<file path="src/hw/vector_pkg.sv">
`default_nettype none

package vector_pkg;

	// ----------------------------------------------------------------------
	// Bus widths
	// ----------------------------------------------------------------------
	localparam int ADDR_W = 16;
	localparam int DATA_W = 8;

	// Page 0 is main RAM, pages 1..4 the E-disk
	localparam int PAGE_W = 3;
	localparam int RAM_ADDR_W = PAGE_W + ADDR_W;

	// ----------------------------------------------------------------------
	// 8080 status word, put on the data bus during sync
	// ----------------------------------------------------------------------
	typedef struct packed {
		logic mem_read;
		logic io_in;
		logic m1;
		logic io_out;
		logic halt;
		logic stack;
		logic write_n;
		logic int_ack;
	} status_flags_t;

	// Same byte seen raw off the bus or split into flags
	typedef union packed {
		logic [DATA_W-1:0] raw;
		status_flags_t flag;
	} status_word_t;

	// ----------------------------------------------------------------------
	// I/O port selected by the low address byte
	// ----------------------------------------------------------------------
	typedef enum logic [2:0] {
		PORT_NONE,
		PORT_JOY_CTRL,
		PORT_JOY_PAR,
		PORT_JOY_VOX,
		PORT_JOY_A,
		PORT_JOY_B,
		PORT_EDISK
	} io_port_t;

endpackage

`default_nettype wire
</file>
<file path="src/hw/vector_bus_top.sv">
`timescale 1ns/1ps
`default_nettype none

module vector_bus_top
	import vector_pkg::*;
#(
	parameter int COVOX_LOCK_CYCLES = 200000000
) (
	input  wire logic                  clk_sys,
	input  wire logic                  cold_reset,
	input  wire logic [ADDR_W-1:0]     addr_i,
	input  wire logic [DATA_W-1:0]     cpu_dout_i,
	input  wire logic                  cpu_sync_i,
	input  wire logic                  cpu_rd_i,
	input  wire logic                  cpu_wr_n_i,
	input  wire logic                  rom_enable_i,
	input  wire logic [DATA_W-1:0]     rom_data_i,
	input  wire logic [DATA_W-1:0]     ram_data_i,
	input  wire logic [DATA_W-1:0]     joy_a_i,
	input  wire logic [DATA_W-1:0]     joy_b_i,
	output      logic [DATA_W-1:0]     cpu_din_o,
	output      logic [RAM_ADDR_W-1:0] ram_addr_o,
	output      logic                  mreq_o,
	output      logic                  ram_we_o,
	output      logic [DATA_W-1:0]     covox_o
);

	logic              int_ack;
	logic              io_read;
	logic              mem_access;
	logic              stack;
	io_port_t          port;
	logic              edisk_wr;
	logic              joy_wr;
	logic              vox_wr;
	logic [PAGE_W-1:0] page;
	logic [DATA_W-1:0] io_data;

	// ----------------------------------------------------------------------
	// Decode
	// ----------------------------------------------------------------------
	bus_cycle_decoder u_decoder (
		.clk_sys      (clk_sys),
		.cold_reset   (cold_reset),
		.addr_lo_i    (addr_i[7:0]),
		.cpu_dout_i   (cpu_dout_i),
		.cpu_sync_i   (cpu_sync_i),
		.cpu_rd_i     (cpu_rd_i),
		.cpu_wr_n_i   (cpu_wr_n_i),
		.int_ack_o    (int_ack),
		.io_read_o    (io_read),
		.mem_access_o (mem_access),
		.stack_o      (stack),
		.port_o       (port),
		.edisk_wr_o   (edisk_wr),
		.joy_wr_o     (joy_wr),
		.vox_wr_o     (vox_wr),
		.mreq_o       (mreq_o),
		.ram_we_o     (ram_we_o)
	);

	// ----------------------------------------------------------------------
	// Execute
	// ----------------------------------------------------------------------
	edisk_mapper u_edisk (
		.clk_sys      (clk_sys),
		.cold_reset   (cold_reset),
		.addr_i       (addr_i),
		.cpu_dout_i   (cpu_dout_i),
		.edisk_wr_i   (edisk_wr),
		.mem_access_i (mem_access),
		.stack_i      (stack),
		.page_o       (page),
		.ram_addr_o   (ram_addr_o)
	);

	io_ports #(
		.COVOX_LOCK_CYCLES (COVOX_LOCK_CYCLES)
	) u_io (
		.clk_sys      (clk_sys),
		.cold_reset   (cold_reset),
		.addr0_i      (addr_i[0]),
		.cpu_dout_i   (cpu_dout_i),
		.joy_wr_i     (joy_wr),
		.vox_wr_i     (vox_wr),
		.rom_enable_i (rom_enable_i),
		.port_i       (port),
		.joy_a_i      (joy_a_i),
		.joy_b_i      (joy_b_i),
		.io_data_o    (io_data),
		.covox_o      (covox_o)
	);

	// ----------------------------------------------------------------------
	// Result
	// ----------------------------------------------------------------------
	cpu_data_select u_din (
		.addr_hi_i    (addr_i[15:11]),
		.int_ack_i    (int_ack),
		.io_read_i    (io_read),
		.rom_enable_i (rom_enable_i),
		.page_i       (page),
		.rom_data_i   (rom_data_i),
		.io_data_i    (io_data),
		.ram_data_i   (ram_data_i),
		.cpu_din_o    (cpu_din_o)
	);

endmodule

`default_nettype wire

</file>
<file path="src/hw/cpu_data_select.sv">
`timescale 1ns/1ps
`default_nettype none

module cpu_data_select
	import vector_pkg::*;
(
	input  wire logic [4:0]        addr_hi_i,
	input  wire logic              int_ack_i,
	input  wire logic              io_read_i,
	input  wire logic              rom_enable_i,
	input  wire logic [PAGE_W-1:0] page_i,
	input  wire logic [DATA_W-1:0] rom_data_i,
	input  wire logic [DATA_W-1:0] io_data_i,
	input  wire logic [DATA_W-1:0] ram_data_i,
	output      logic [DATA_W-1:0] cpu_din_o
);

	logic rom_hit;

	// Boot ROM covers the first 2 KB of main RAM only
	assign rom_hit = rom_enable_i && (page_i == '0) && (addr_hi_i == '0);

	// ----------------------------------------------------------------------
	// CPU input byte
	// ----------------------------------------------------------------------
	always_comb begin
		if (int_ack_i) begin
			// RST 7 on interrupt acknowledge
			cpu_din_o = 8'hFF;
		end else if (io_read_i) begin
			cpu_din_o = io_data_i;
		end else if (rom_hit) begin
			cpu_din_o = rom_data_i;
		end else begin
			cpu_din_o = ram_data_i;
		end
	end

endmodule

`default_nettype wire

</file>
<file path="src/hw/io_ports.sv">
`timescale 1ns/1ps
`default_nettype none

module io_ports
	import vector_pkg::*;
#(
	parameter int COVOX_LOCK_CYCLES = 200000000
) (
	input  wire logic              clk_sys,
	input  wire logic              cold_reset,
	input  wire logic              addr0_i,
	input  wire logic [DATA_W-1:0] cpu_dout_i,
	input  wire logic              joy_wr_i,
	input  wire logic              vox_wr_i,
	input  wire logic              rom_enable_i,
	input  wire io_port_t          port_i,
	input  wire logic [DATA_W-1:0] joy_a_i,
	input  wire logic [DATA_W-1:0] joy_b_i,
	output      logic [DATA_W-1:0] io_data_o,
	output      logic [DATA_W-1:0] covox_o
);

	localparam int CNT_W = $clog2(COVOX_LOCK_CYCLES + 1);

	logic [DATA_W-1:0] joy_ctrl;
	logic [CNT_W-1:0]  lock_cnt;
	logic [DATA_W-1:0] joy_a_fmt;
	logic [DATA_W-1:0] joy_b_fmt;
	logic [DATA_W-1:0] joy_or;
	logic [DATA_W-1:0] joy_vox_fmt;
	logic [DATA_W-1:0] joy_par;

	// Button byte to port layout, active low on the bus
	function automatic logic [DATA_W-1:0] fmt_joy(input logic [DATA_W-1:0] btn);
		fmt_joy = ~{btn[5], btn[4], 2'b00, btn[2], btn[3], btn[1], btn[0]};
	endfunction

	// ----------------------------------------------------------------------
	// Joystick control register
	// ----------------------------------------------------------------------
	// Odd address loads the byte, even address sets or clears one bit
	always_ff @(posedge clk_sys) begin
		if (cold_reset) begin
			joy_ctrl <= '0;
		end else if (joy_wr_i) begin
			if (addr0_i) begin
				joy_ctrl <= cpu_dout_i;
			end else if (!cpu_dout_i[7]) begin
				joy_ctrl[cpu_dout_i[3:1]] <= cpu_dout_i[0];
			end
		end
	end

	// ----------------------------------------------------------------------
	// Covox sample register
	// ----------------------------------------------------------------------
	// Held off after reset and while the boot ROM runs
	always_ff @(posedge clk_sys) begin
		if (cold_reset || rom_enable_i) begin
			lock_cnt <= CNT_W'(COVOX_LOCK_CYCLES);
		end else if (lock_cnt != '0) begin
			lock_cnt <= lock_cnt - 1'b1;
		end
	end

	always_ff @(posedge clk_sys) begin
		if (cold_reset) begin
			covox_o <= '0;
		end else if (vox_wr_i && lock_cnt == '0) begin
			covox_o <= cpu_dout_i;
		end
	end

	// ----------------------------------------------------------------------
	// Joystick read values
	// ----------------------------------------------------------------------
	assign joy_a_fmt = fmt_joy(joy_a_i);
	assign joy_b_fmt = fmt_joy(joy_b_i);

	// Combined port is not inverted
	assign joy_or = joy_a_i | joy_b_i;
	assign joy_vox_fmt = {joy_or[3], joy_or[0], joy_or[2], joy_or[1],
		joy_or[4], joy_or[5], 2'b00};

	always_comb begin
		case (joy_ctrl[6:5])
			2'b00:   joy_par = joy_a_fmt & joy_b_fmt;
			2'b01:   joy_par = joy_a_fmt;
			2'b10:   joy_par = joy_b_fmt;
			default: joy_par = 8'hFF;
		endcase
	end

	always_comb begin
		case (port_i)
			PORT_JOY_CTRL: io_data_o = 8'h00;
			PORT_JOY_PAR:  io_data_o = joy_par;
			PORT_JOY_VOX:  io_data_o = joy_vox_fmt;
			PORT_JOY_A:    io_data_o = joy_a_fmt;
			PORT_JOY_B:    io_data_o = joy_b_fmt;
			default:       io_data_o = 8'hFF;
		endcase
	end

	a_covox_locked: assert property (
		@(posedge clk_sys) disable iff (cold_reset)
		(lock_cnt != '0) |=> $stable(covox_o)
	) else $error("covox written during lock-out");

endmodule

`default_nettype wire

</file>
<file path="src/hw/edisk_mapper.sv">
`timescale 1ns/1ps
`default_nettype none

module edisk_mapper
	import vector_pkg::*;
(
	input  wire logic                  clk_sys,
	input  wire logic                  cold_reset,
	input  wire logic [ADDR_W-1:0]     addr_i,
	input  wire logic [DATA_W-1:0]     cpu_dout_i,
	input  wire logic                  edisk_wr_i,
	input  wire logic                  mem_access_i,
	input  wire logic                  stack_i,
	output      logic [PAGE_W-1:0]     page_o,
	output      logic [RAM_ADDR_W-1:0] ram_addr_o
);

	logic [DATA_W-1:0] ed_reg;
	logic              win_e000;
	logic              win_8000;
	logic              win_open;
	logic              map_stack;
	logic              map_win;

	// ----------------------------------------------------------------------
	// E-disk control register
	// ----------------------------------------------------------------------
	always_ff @(posedge clk_sys) begin
		if (cold_reset) begin
			ed_reg <= '0;
		end else if (edisk_wr_i) begin
			ed_reg <= cpu_dout_i;
		end
	end

	// ----------------------------------------------------------------------
	// Window decode
	// ----------------------------------------------------------------------
	// A000..DFFF always open, 8000 and E000 blocks by enable bits
	assign win_e000 = ed_reg[7] & addr_i[14] & addr_i[13];
	assign win_8000 = ed_reg[6] & ~addr_i[14] & ~addr_i[13];
	assign win_open = addr_i[15] & ((addr_i[14] ^ addr_i[13]) | win_e000 | win_8000);

	assign map_stack = ed_reg[4] & stack_i & mem_access_i;
	assign map_win = ed_reg[5] & win_open & mem_access_i;

	// Stack mapping wins over window mapping
	always_comb begin
		if (map_stack) begin
			page_o = {1'b0, ed_reg[3:2]} + 3'd1;
		end else if (map_win) begin
			page_o = {1'b0, ed_reg[1:0]} + 3'd1;
		end else begin
			page_o = '0;
		end
	end

	assign ram_addr_o = {page_o, addr_i};

	a_page_range: assert property (
		@(posedge clk_sys) disable iff (cold_reset)
		page_o <= 3'd4
	) else $error("E-disk page out of range");

endmodule

`default_nettype wire

</file>
<file path="src/hw/bus_cycle_decoder.sv">
`timescale 1ns/1ps
`default_nettype none

module bus_cycle_decoder
	import vector_pkg::*;
(
	input  wire logic              clk_sys,
	input  wire logic              cold_reset,
	input  wire logic [DATA_W-1:0] addr_lo_i,
	input  wire logic [DATA_W-1:0] cpu_dout_i,
	input  wire logic              cpu_sync_i,
	input  wire logic              cpu_rd_i,
	input  wire logic              cpu_wr_n_i,
	output      logic              int_ack_o,
	output      logic              io_read_o,
	output      logic              mem_access_o,
	output      logic              stack_o,
	output      io_port_t          port_o,
	output      logic              edisk_wr_o,
	output      logic              joy_wr_o,
	output      logic              vox_wr_o,
	output      logic              mreq_o,
	output      logic              ram_we_o
);

	localparam logic [DATA_W-1:0] ADDR_JOY_CTRL_BIT  = 8'h04;
	localparam logic [DATA_W-1:0] ADDR_JOY_CTRL_FULL = 8'h05;
	localparam logic [DATA_W-1:0] ADDR_JOY_PAR       = 8'h06;
	localparam logic [DATA_W-1:0] ADDR_JOY_VOX       = 8'h07;
	localparam logic [DATA_W-1:0] ADDR_JOY_A         = 8'h0E;
	localparam logic [DATA_W-1:0] ADDR_JOY_B         = 8'h0F;
	localparam logic [DATA_W-1:0] ADDR_EDISK         = 8'h10;

	status_word_t status_q;
	logic         sync_q;
	logic         io_wr;
	logic [2:0]   wr_req;
	logic [2:0]   wr_req_q;
	logic [2:0]   wr_pulse;

	// ----------------------------------------------------------------------
	// Status capture on the rising edge of sync
	// ----------------------------------------------------------------------
	always_ff @(posedge clk_sys) begin
		if (cold_reset) begin
			sync_q <= 1'b0;
			status_q.raw <= '0;
		end else begin
			sync_q <= cpu_sync_i;
			if (cpu_sync_i && !sync_q) begin
				status_q.raw <= cpu_dout_i;
			end
		end
	end

	assign int_ack_o = status_q.flag.int_ack;
	assign stack_o = status_q.flag.stack;
	assign io_read_o = status_q.flag.io_in & cpu_rd_i;
	assign mem_access_o = status_q.flag.mem_read | ~status_q.flag.write_n;

	// Memory strobes, no I/O cycle in progress
	assign mreq_o = mem_access_o & ~status_q.flag.io_out & ~status_q.flag.io_in;
	assign ram_we_o = ~cpu_wr_n_i & ~status_q.flag.io_out;

	// ----------------------------------------------------------------------
	// Port decode
	// ----------------------------------------------------------------------
	always_comb begin
		case (addr_lo_i)
			ADDR_JOY_CTRL_BIT:  port_o = PORT_JOY_CTRL;
			ADDR_JOY_CTRL_FULL: port_o = PORT_JOY_CTRL;
			ADDR_JOY_PAR:       port_o = PORT_JOY_PAR;
			ADDR_JOY_VOX:       port_o = PORT_JOY_VOX;
			ADDR_JOY_A:         port_o = PORT_JOY_A;
			ADDR_JOY_B:         port_o = PORT_JOY_B;
			ADDR_EDISK:         port_o = PORT_EDISK;
			default:            port_o = PORT_NONE;
		endcase
	end

	// ----------------------------------------------------------------------
	// Write pulses, one clock per strobe edge
	// ----------------------------------------------------------------------
	assign io_wr = status_q.flag.io_out & ~cpu_wr_n_i;

	assign wr_req[0] = io_wr && (port_o == PORT_JOY_CTRL);
	assign wr_req[1] = io_wr && (port_o == PORT_JOY_VOX);
	assign wr_req[2] = io_wr && (port_o == PORT_EDISK);

	always_ff @(posedge clk_sys) begin
		if (cold_reset) begin
			wr_req_q <= '0;
			wr_pulse <= '0;
		end else begin
			wr_req_q <= wr_req;
			wr_pulse <= wr_req & ~wr_req_q;
		end
	end

	assign joy_wr_o = wr_pulse[0];
	assign vox_wr_o = wr_pulse[1];
	assign edisk_wr_o = wr_pulse[2];

	// Only one register may be written per bus cycle
	a_one_write_pulse: assert property (
		@(posedge clk_sys) disable iff (cold_reset)
		$onehot0({edisk_wr_o, joy_wr_o, vox_wr_o})
	) else $error("more than one write pulse active");

endmodule

`default_nettype wire

</file>
<file path="config.mk">
export PLATFORM = sky130hd
export DESIGN_NAME = vector_bus_top
export DESIGN_NICKNAME = d
export VERILOG_FILES = /design/src/hw/vector_pkg.sv /design/src/hw/vector_bus_top.sv /design/src/hw/cpu_data_select.sv /design/src/hw/io_ports.sv /design/src/hw/edisk_mapper.sv /design/src/hw/bus_cycle_decoder.sv
export SDC_FILE = /design/constraint.sdc
export NUM_CORES = 1
export LEC_CHECK = 0
export ABC_CLOCK_PERIOD_IN_PS = 3600
export CELL_PAD_IN_SITES_DETAIL_PLACEMENT = 1
export CELL_PAD_IN_SITES_GLOBAL_PLACEMENT = 2
export CORE_ASPECT_RATIO = 1.1
export CORE_MARGIN = 5
export CORE_UTILIZATION = 40
export CTS_CLUSTER_DIAMETER = 40
export CTS_CLUSTER_SIZE = 10
export DETAILED_ROUTE_END_ITERATION = 8
export DONT_BUFFER_PORTS = 1
export GPL_ROUTABILITY_DRIVEN = 0
export PLACE_DENSITY = 0.91
export SLEW_MARGIN = 30
export SYNTH_ARGS = -nofsm -noshare
export SYNTH_HDL_FRONTEND = slang
export SYNTH_SLANG_ARGS = --single-unit
</file>
<file path="constraint.sdc">
create_clock -name clk_sys -period 3.6 [get_ports clk_sys]
set_input_delay 0.18 -clock clk_sys [delete_from_list [all_inputs] [get_ports clk_sys]]
set_output_delay 0.18 -clock clk_sys [all_outputs]
set_load 0.01 [all_outputs]
</file>
# [Word level (Yosys, flattened, before mapping)]
# Cells that the tools add are included.
[classes] n_reduce_logical=17 addsub=3 n_div=0 shifts=0 mux=13 bitwise=30 n_eq_ne=16 order_cmp=2 mul=0
[ops] operator="8-bit 2-to-1 mux" n=5
[ops] operator="8-bit case mux with 5 select lines" n=1
[ops] operator="8-bit by 3-bit == test with 1-bit output (second input constant)" n=4
[ops] operator="28-bit logical NOT" n=1
[ops] operator="28-bit nonzero test" n=1
[ops] operator="28-bit by 1-bit subtractor with 28-bit output (second input constant)" n=1
[ops] operator="8-bit case mux with 3 select lines" n=1
[ops] operator="3-bit case mux with 6 select lines" n=1
[ops] operator="8-bit by 4-bit == test with 1-bit output (second input constant)" n=2
[ops] operator="8-bit NOT" n=2
[ops] operator="1-bit AND" n=14
[ops] operator="3-bit == test (second input constant)" n=3
[ops] operator="8-bit AND" n=1
[ops] operator="8-bit bitwise mux" n=1
[ops] operator="8-bit by 5-bit == test with 1-bit output (second input constant)" n=1
[ops] operator="1-bit logical AND" n=8
[ops] operator="2-bit by 1-bit adder with 3-bit output (second input constant)" n=2
[ops] operator="3-bit by 2-bit == test with 1-bit output (second input constant)" n=2
[ops] operator="3-bit 2-to-1 mux" n=2
[ops] operator="1-bit NOT" n=6
[ops] operator="6-bit bitwise OR" n=1
[ops] operator="5-bit logical NOT" n=1
[ops] operator="3-bit by 4-bit less-than comparator with 1-bit output (second input constant)" n=1
[ops] operator="3-bit AND" n=1
[ops] operator="other kinds (16)" n=18
[totals] latchBits=0 register_bits=67 ramBits=0 inputBits=62 output_inout_bits=37 n_memories=0 romBits=0 elab_cells=89

# [Depth between registers and ports, before layout]
[depth] ltp_word=15 depth_mapped=8 ltp_nobuf=7

# [Cells and area by module]
# A second synthesis with hierarchy kept.
[unflattened] cells_unflattened=426 area_unflattened_um2=3652.3
[by_module_without_submodules] mod="io_ports" area_per_inst_um2=2204.6 instances=1 cells_per_inst=264
[by_module_without_submodules] mod="bus_cycle_decoder" area_per_inst_um2=575.6 instances=1 cells_per_inst=53
[by_module_without_submodules] mod="edisk_mapper" area_per_inst_um2=520.5 instances=1 cells_per_inst=57
[by_module_without_submodules] mod="cpu_data_select" area_per_inst_um2=351.6 instances=1 cells_per_inst=52

# [Least setup slack after synthesis]
# OpenSTA, ideal clock, no wires.
[synth_path] kind="register to register" start="register u_io.lock_cnt[18]" end="register u_io.lock_cnt[14]" path_stages_with_launch=6 path_buffers=0 setup_ps=135 setup_slack_ps=1748 arrival_ps=1716 t_required_ps=3465 cell_sequence="dfxtp_1 nor4_2 nand4_4 or3_4 a311oi_1 a41oi_1"
[synth_via] elab_chain_len=1
[synth_lines] item="start, declared" line_no="io_ports.sv:26" source="logic [CNT_W-1:0] lock_cnt;"
[synth_lines] item="start signal, assigned" line_no="io_ports.sv:60" source="lock_cnt <= CNT_W'(COVOX_LOCK_CYCLES);"
[synth_lines] item="start signal, assigned" line_no="io_ports.sv:62" source="lock_cnt <= lock_cnt - 1'b1;"
[synth_lines] item="28-bit nonzero test" line_no="io_ports.sv:61" source="end else if (lock_cnt != '0) begin"
# No other way between the ends.
# A chain may end at the register's enable or synchronous reset.

# [Worst setup path after layout]
[layout_path] start="register u_decoder.status_q[1] in the netlist's numbering" end="output port cpu_din_o[5]"
[layout_via] elab_chain_len=11 word_cells_on_any_way=12
[layout_lines] item="start, declared" line_no="bus_cycle_decoder.sv:34" source="status_word_t status_q;"
[layout_lines] item="1-bit NOT *" line_no="bus_cycle_decoder.sv:59" source="assign mem_access_o = status_q.flag.mem_read | ~status_q.flag.write_n;"
[layout_lines] item="1-bit bitwise OR *" line_no="bus_cycle_decoder.sv:59"
[layout_lines] item="1-bit AND" line_no="edisk_mapper.sv:45" source="assign map_win = ed_reg[5] & win_open & mem_access_i;"
[layout_lines] item="3-bit 2-to-1 mux" line_no="edisk_mapper.sv:51" source="end else if (map_win) begin"
[layout_lines] item="3-bit 2-to-1 mux *" line_no="edisk_mapper.sv:49" source="if (map_stack) begin"
[layout_lines] item="3-bit logical NOT *" line_no="cpu_data_select.sv:21" source="assign rom_hit = rom_enable_i && (page_i == '0) && (addr_hi_i == '0);"
[layout_lines] item="1-bit logical AND * (2 in a row)" line_no="cpu_data_select.sv:21"
[layout_lines] item="8-bit 2-to-1 mux *" line_no="cpu_data_select.sv:32" source="end else if (rom_hit) begin"
[layout_lines] item="8-bit 2-to-1 mux *" line_no="cpu_data_select.sv:30" source="end else if (io_read_i) begin"
[layout_lines] item="8-bit 2-to-1 mux *" line_no="cpu_data_select.sv:27" source="if (int_ack_i) begin"
[layout_lines] item="end, declared" line_no="vector_bus_top.sv:21" source="output logic [DATA_W-1:0] cpu_din_o,"
# Every way passes the cells marked *; elsewhere a longest branch is shown, timed or not.

==> flow_summary.toml <==
[detailed_routing]
routed_wl_um = 9150
avgRoutedWirePerCell_um = 18.7
drt_iter0_drc = 115
viasPerCell = 5.91
drc_errors = 0
antenna_left = 0
via_count = 2895
drt_first_pass_iters = 4

[synth]
synthMuxAreaShare_pct = 11.2
syn_nets = 446
synth_xor_area_share_pct = 1.84
synth_compound_area_share_pct = 16.0
synth-simple-area-share_pct = 27.4
yosysWarnings = 0
synth_seq_area_share_pct = 35.4
syn_area_um2 = 3330
netlist_instances = 380
synth_flop_cell = "dfxtp_1"
synth_adder_area_share_pct = 1.50
synth_top_family_by_area = "simple AND/OR/NAND/NOR gates"
async_flop_share_pct = 0
synthDistinctLibCells = 63
synth-edff-count = 0
synth.avg_cell_area_um2 = 8.77
ys_seq_elements = 59

[clock_network]
clock_latency_ns = 0.35
h-tree-depth = 3
path_clk_slew_ns = 0.08
cts_tree = "done"
cts-buffers-inserted = 9
clock_sinks = 59
root_buffer = "clkbuf_8"
cts_resized = 0
cts.path.max_buffers = 2

[setup_path]
critPathCaptureType = "output port"
crit_required_ns = 3.42
cp_data_arrival_time_ns = 2.35
critical_path.max_fanout = 8
timing.rr.start = "u_io.lock_cnt[12]$_SDFFE_PP0P_"
critPathKind = "flip-flop to output port"
crit_path_start_kind = "flip-flop"
crit_start = "u_decoder.status_q[1]$_SDFFE_PP0P_"

[finish]
n_antenna_cell = 0
final_cell_mix = "dfxtp_1 (59), nor2_1 (44), mux2i_1 (35)"
largest_register_ffs = 28
final_layout_size_suffix_gt1_share_pct = 10.6
nNetsFinal = 441
nFillCells = 963
stdcell_area_um2 = 3640
layout_commonest_cell = "dfxtp_1"
area_delta_synth_final_pct = 9.20

[global_route]
grt_max_degree = 26
overflow = 0
grt_pass1_vias = 3133
grt_antenna_before_repair = 0
grt_use_total_pct = 18.5
grt_pass1_wl_um = 15500

[pwr]
p_switching_mw = 0.391
p_comb_share_pct = 11.8
p_sw_share_pct = 26.4
power_mw = 1.48
pwr-share-seq_pct = 46.2
clkPwrFrac_pct = 42.0
ir_drop_mv = 0.255
leakage_nw = 1.29
p_per_area_nw_per_um2 = 407
internal_power_mw = 1.09

[placed_design]
io_buffers = 0
place_ws_ns = 1.33
placed_area_um2 = 3280
hpwlAfterDp_um = 6430

[timing]
drv_slew = 0
finalCritPeriodShare_pct = 70.3
fmaxAchievable_mhz = 395
maxSlewHeadroom_pct = 39.1
finalHoldViolCount = 0
fin_crit_ns = 2.53
rsz0062_at_grt = "false"
worst_slack_ns = 1.07
skew_ns = 0.0130
fin_setup_tns_ns = 0
setup_viol = 0
worst_slew_pin_slew_ns = 0.910

[hold_path]
hold_start = "cpu_dout_i[6]"
hold_path_class = "input pin to flip-flop"

[floorplanning]
fp-row-count = 35
io_pins = 99
die_h_um = 106
die_w_um = 97.0
start_util_pct = 40.3
coreArea_um2 = 8280
die_area_um2 = 10300

[outcome]
status = "complete, no violations"

[run]
drv_cap = 0
synth_stat cells, types with 9 or more instances:
library cell	number	share of area [%]
a21oi_1	10	1.5
buf_4	16	3.6
clkbuf_1	10	1.1
dfxtp_1	59	35
inv_1	9	1.0
mux2i_1	35	11
nand2_1	15	1.7
nand3_1	15	2.3
nor2_1	45	5.1
nor3_1	13	2.0
o21ai_0	17	2.6
o31ai_1	9	2.0
or3_1	12	2.3
layout make-up:
| class | count | area, um^2 | share of cell area [%] |
|---|---|---|---|
| Multi-Input combinational cell | 281 | 1930 | 53.1 |
| Timing Repair Buffer | 15 | 150 | 4.13 |
| Clock buffer | 11 | 151 | 4.16 |
| Sequential cell | 59 | 1180 | 32.5 |
| Clock inverter | 4 | 50.0 | 1.38 |
| Tap cell | 111 | 139 | 3.82 |
| Inverter | 9 | 33.8 | 0.928 |
critical path: stages, from the launching register on:
cell     delay (ns)
dfxtp_1        0.32
nor2b_1        0.18
or2_2          0.34
o21ai_2        0.56
mux2i_1        0.21
a22oi_1        0.39
metrics by stage:
| stage | hold slack (ns) | instances | utilization (%) |
|---|---|---|---|
| floorplan | 0.258 | 380 | - |
| global placement | 0.255 | 460 | 39.7 |
| detailed placement | 0.258 | 460 | 39.7 |
| CTS | 0.00558 | 490 | 43.9 |
| global route | 0.00764 | 490 | 44.0 |
| finish | 0.0128 | 490 | 44.0 |
layer usage:
| metal | wire (um) | global-route usage (%) | share of wire, % |
|---|---|---|---|
| met5 | 0 | 0 | 0 |
| met4 | 231 | 8.12 | 2.5 |
| met3 | 503 | 6.49 | 5.5 |
| met2 | 4660 | 32.1 | 51 |
| met1 | 3750 | 20.2 | 41 |
worst paths after layout:
path	endpoint	slack, ns	depth (start not counted)
setup / recovery	cpu_din_o[5]	1.07	5
hold / removal	u_io.joy_ctrl[6]$_SDFFE_PP0P_	0.01	2
setup reg to reg	u_io.lock_cnt[23]$_SDFFE_PP1P_	1.34	5
hold reg to reg	u_decoder.wr_pulse[1]$_SDFF_PP0_	0.39	1
power groups by stage:
stage	clock network, mW	registers (mW)	logic, mW
6_report	0.622	0.683	0.175
4_1_cts	0.636	0.682	0.175
2_1_floorplan	0	0.693	0.157
5_1_grt	0.673	0.684	0.194
3_3_place_gp	0	0.695	0.148
3_5_place_dp	0	0.697	0.153
timing repair:
action	in CTS	in global routing
hold endpoints to repair	28	0
hold buffers	15	0
setup buffers	0	0
cells by family after synthesis:
| kind of cell | count (synthesis) |
|---|---|
| flip-flops | 59 |
| XOR/XNOR | 7 |
| AND/OR/NAND/NOR | 156 |
| multiplexers | 37 |
| AO/OA/AOI/OAI | 77 |
| adder cells (fa/ha/maj) | 4 |
| buffers and inverters | 40 |
(Power assumes the default switching activity.)
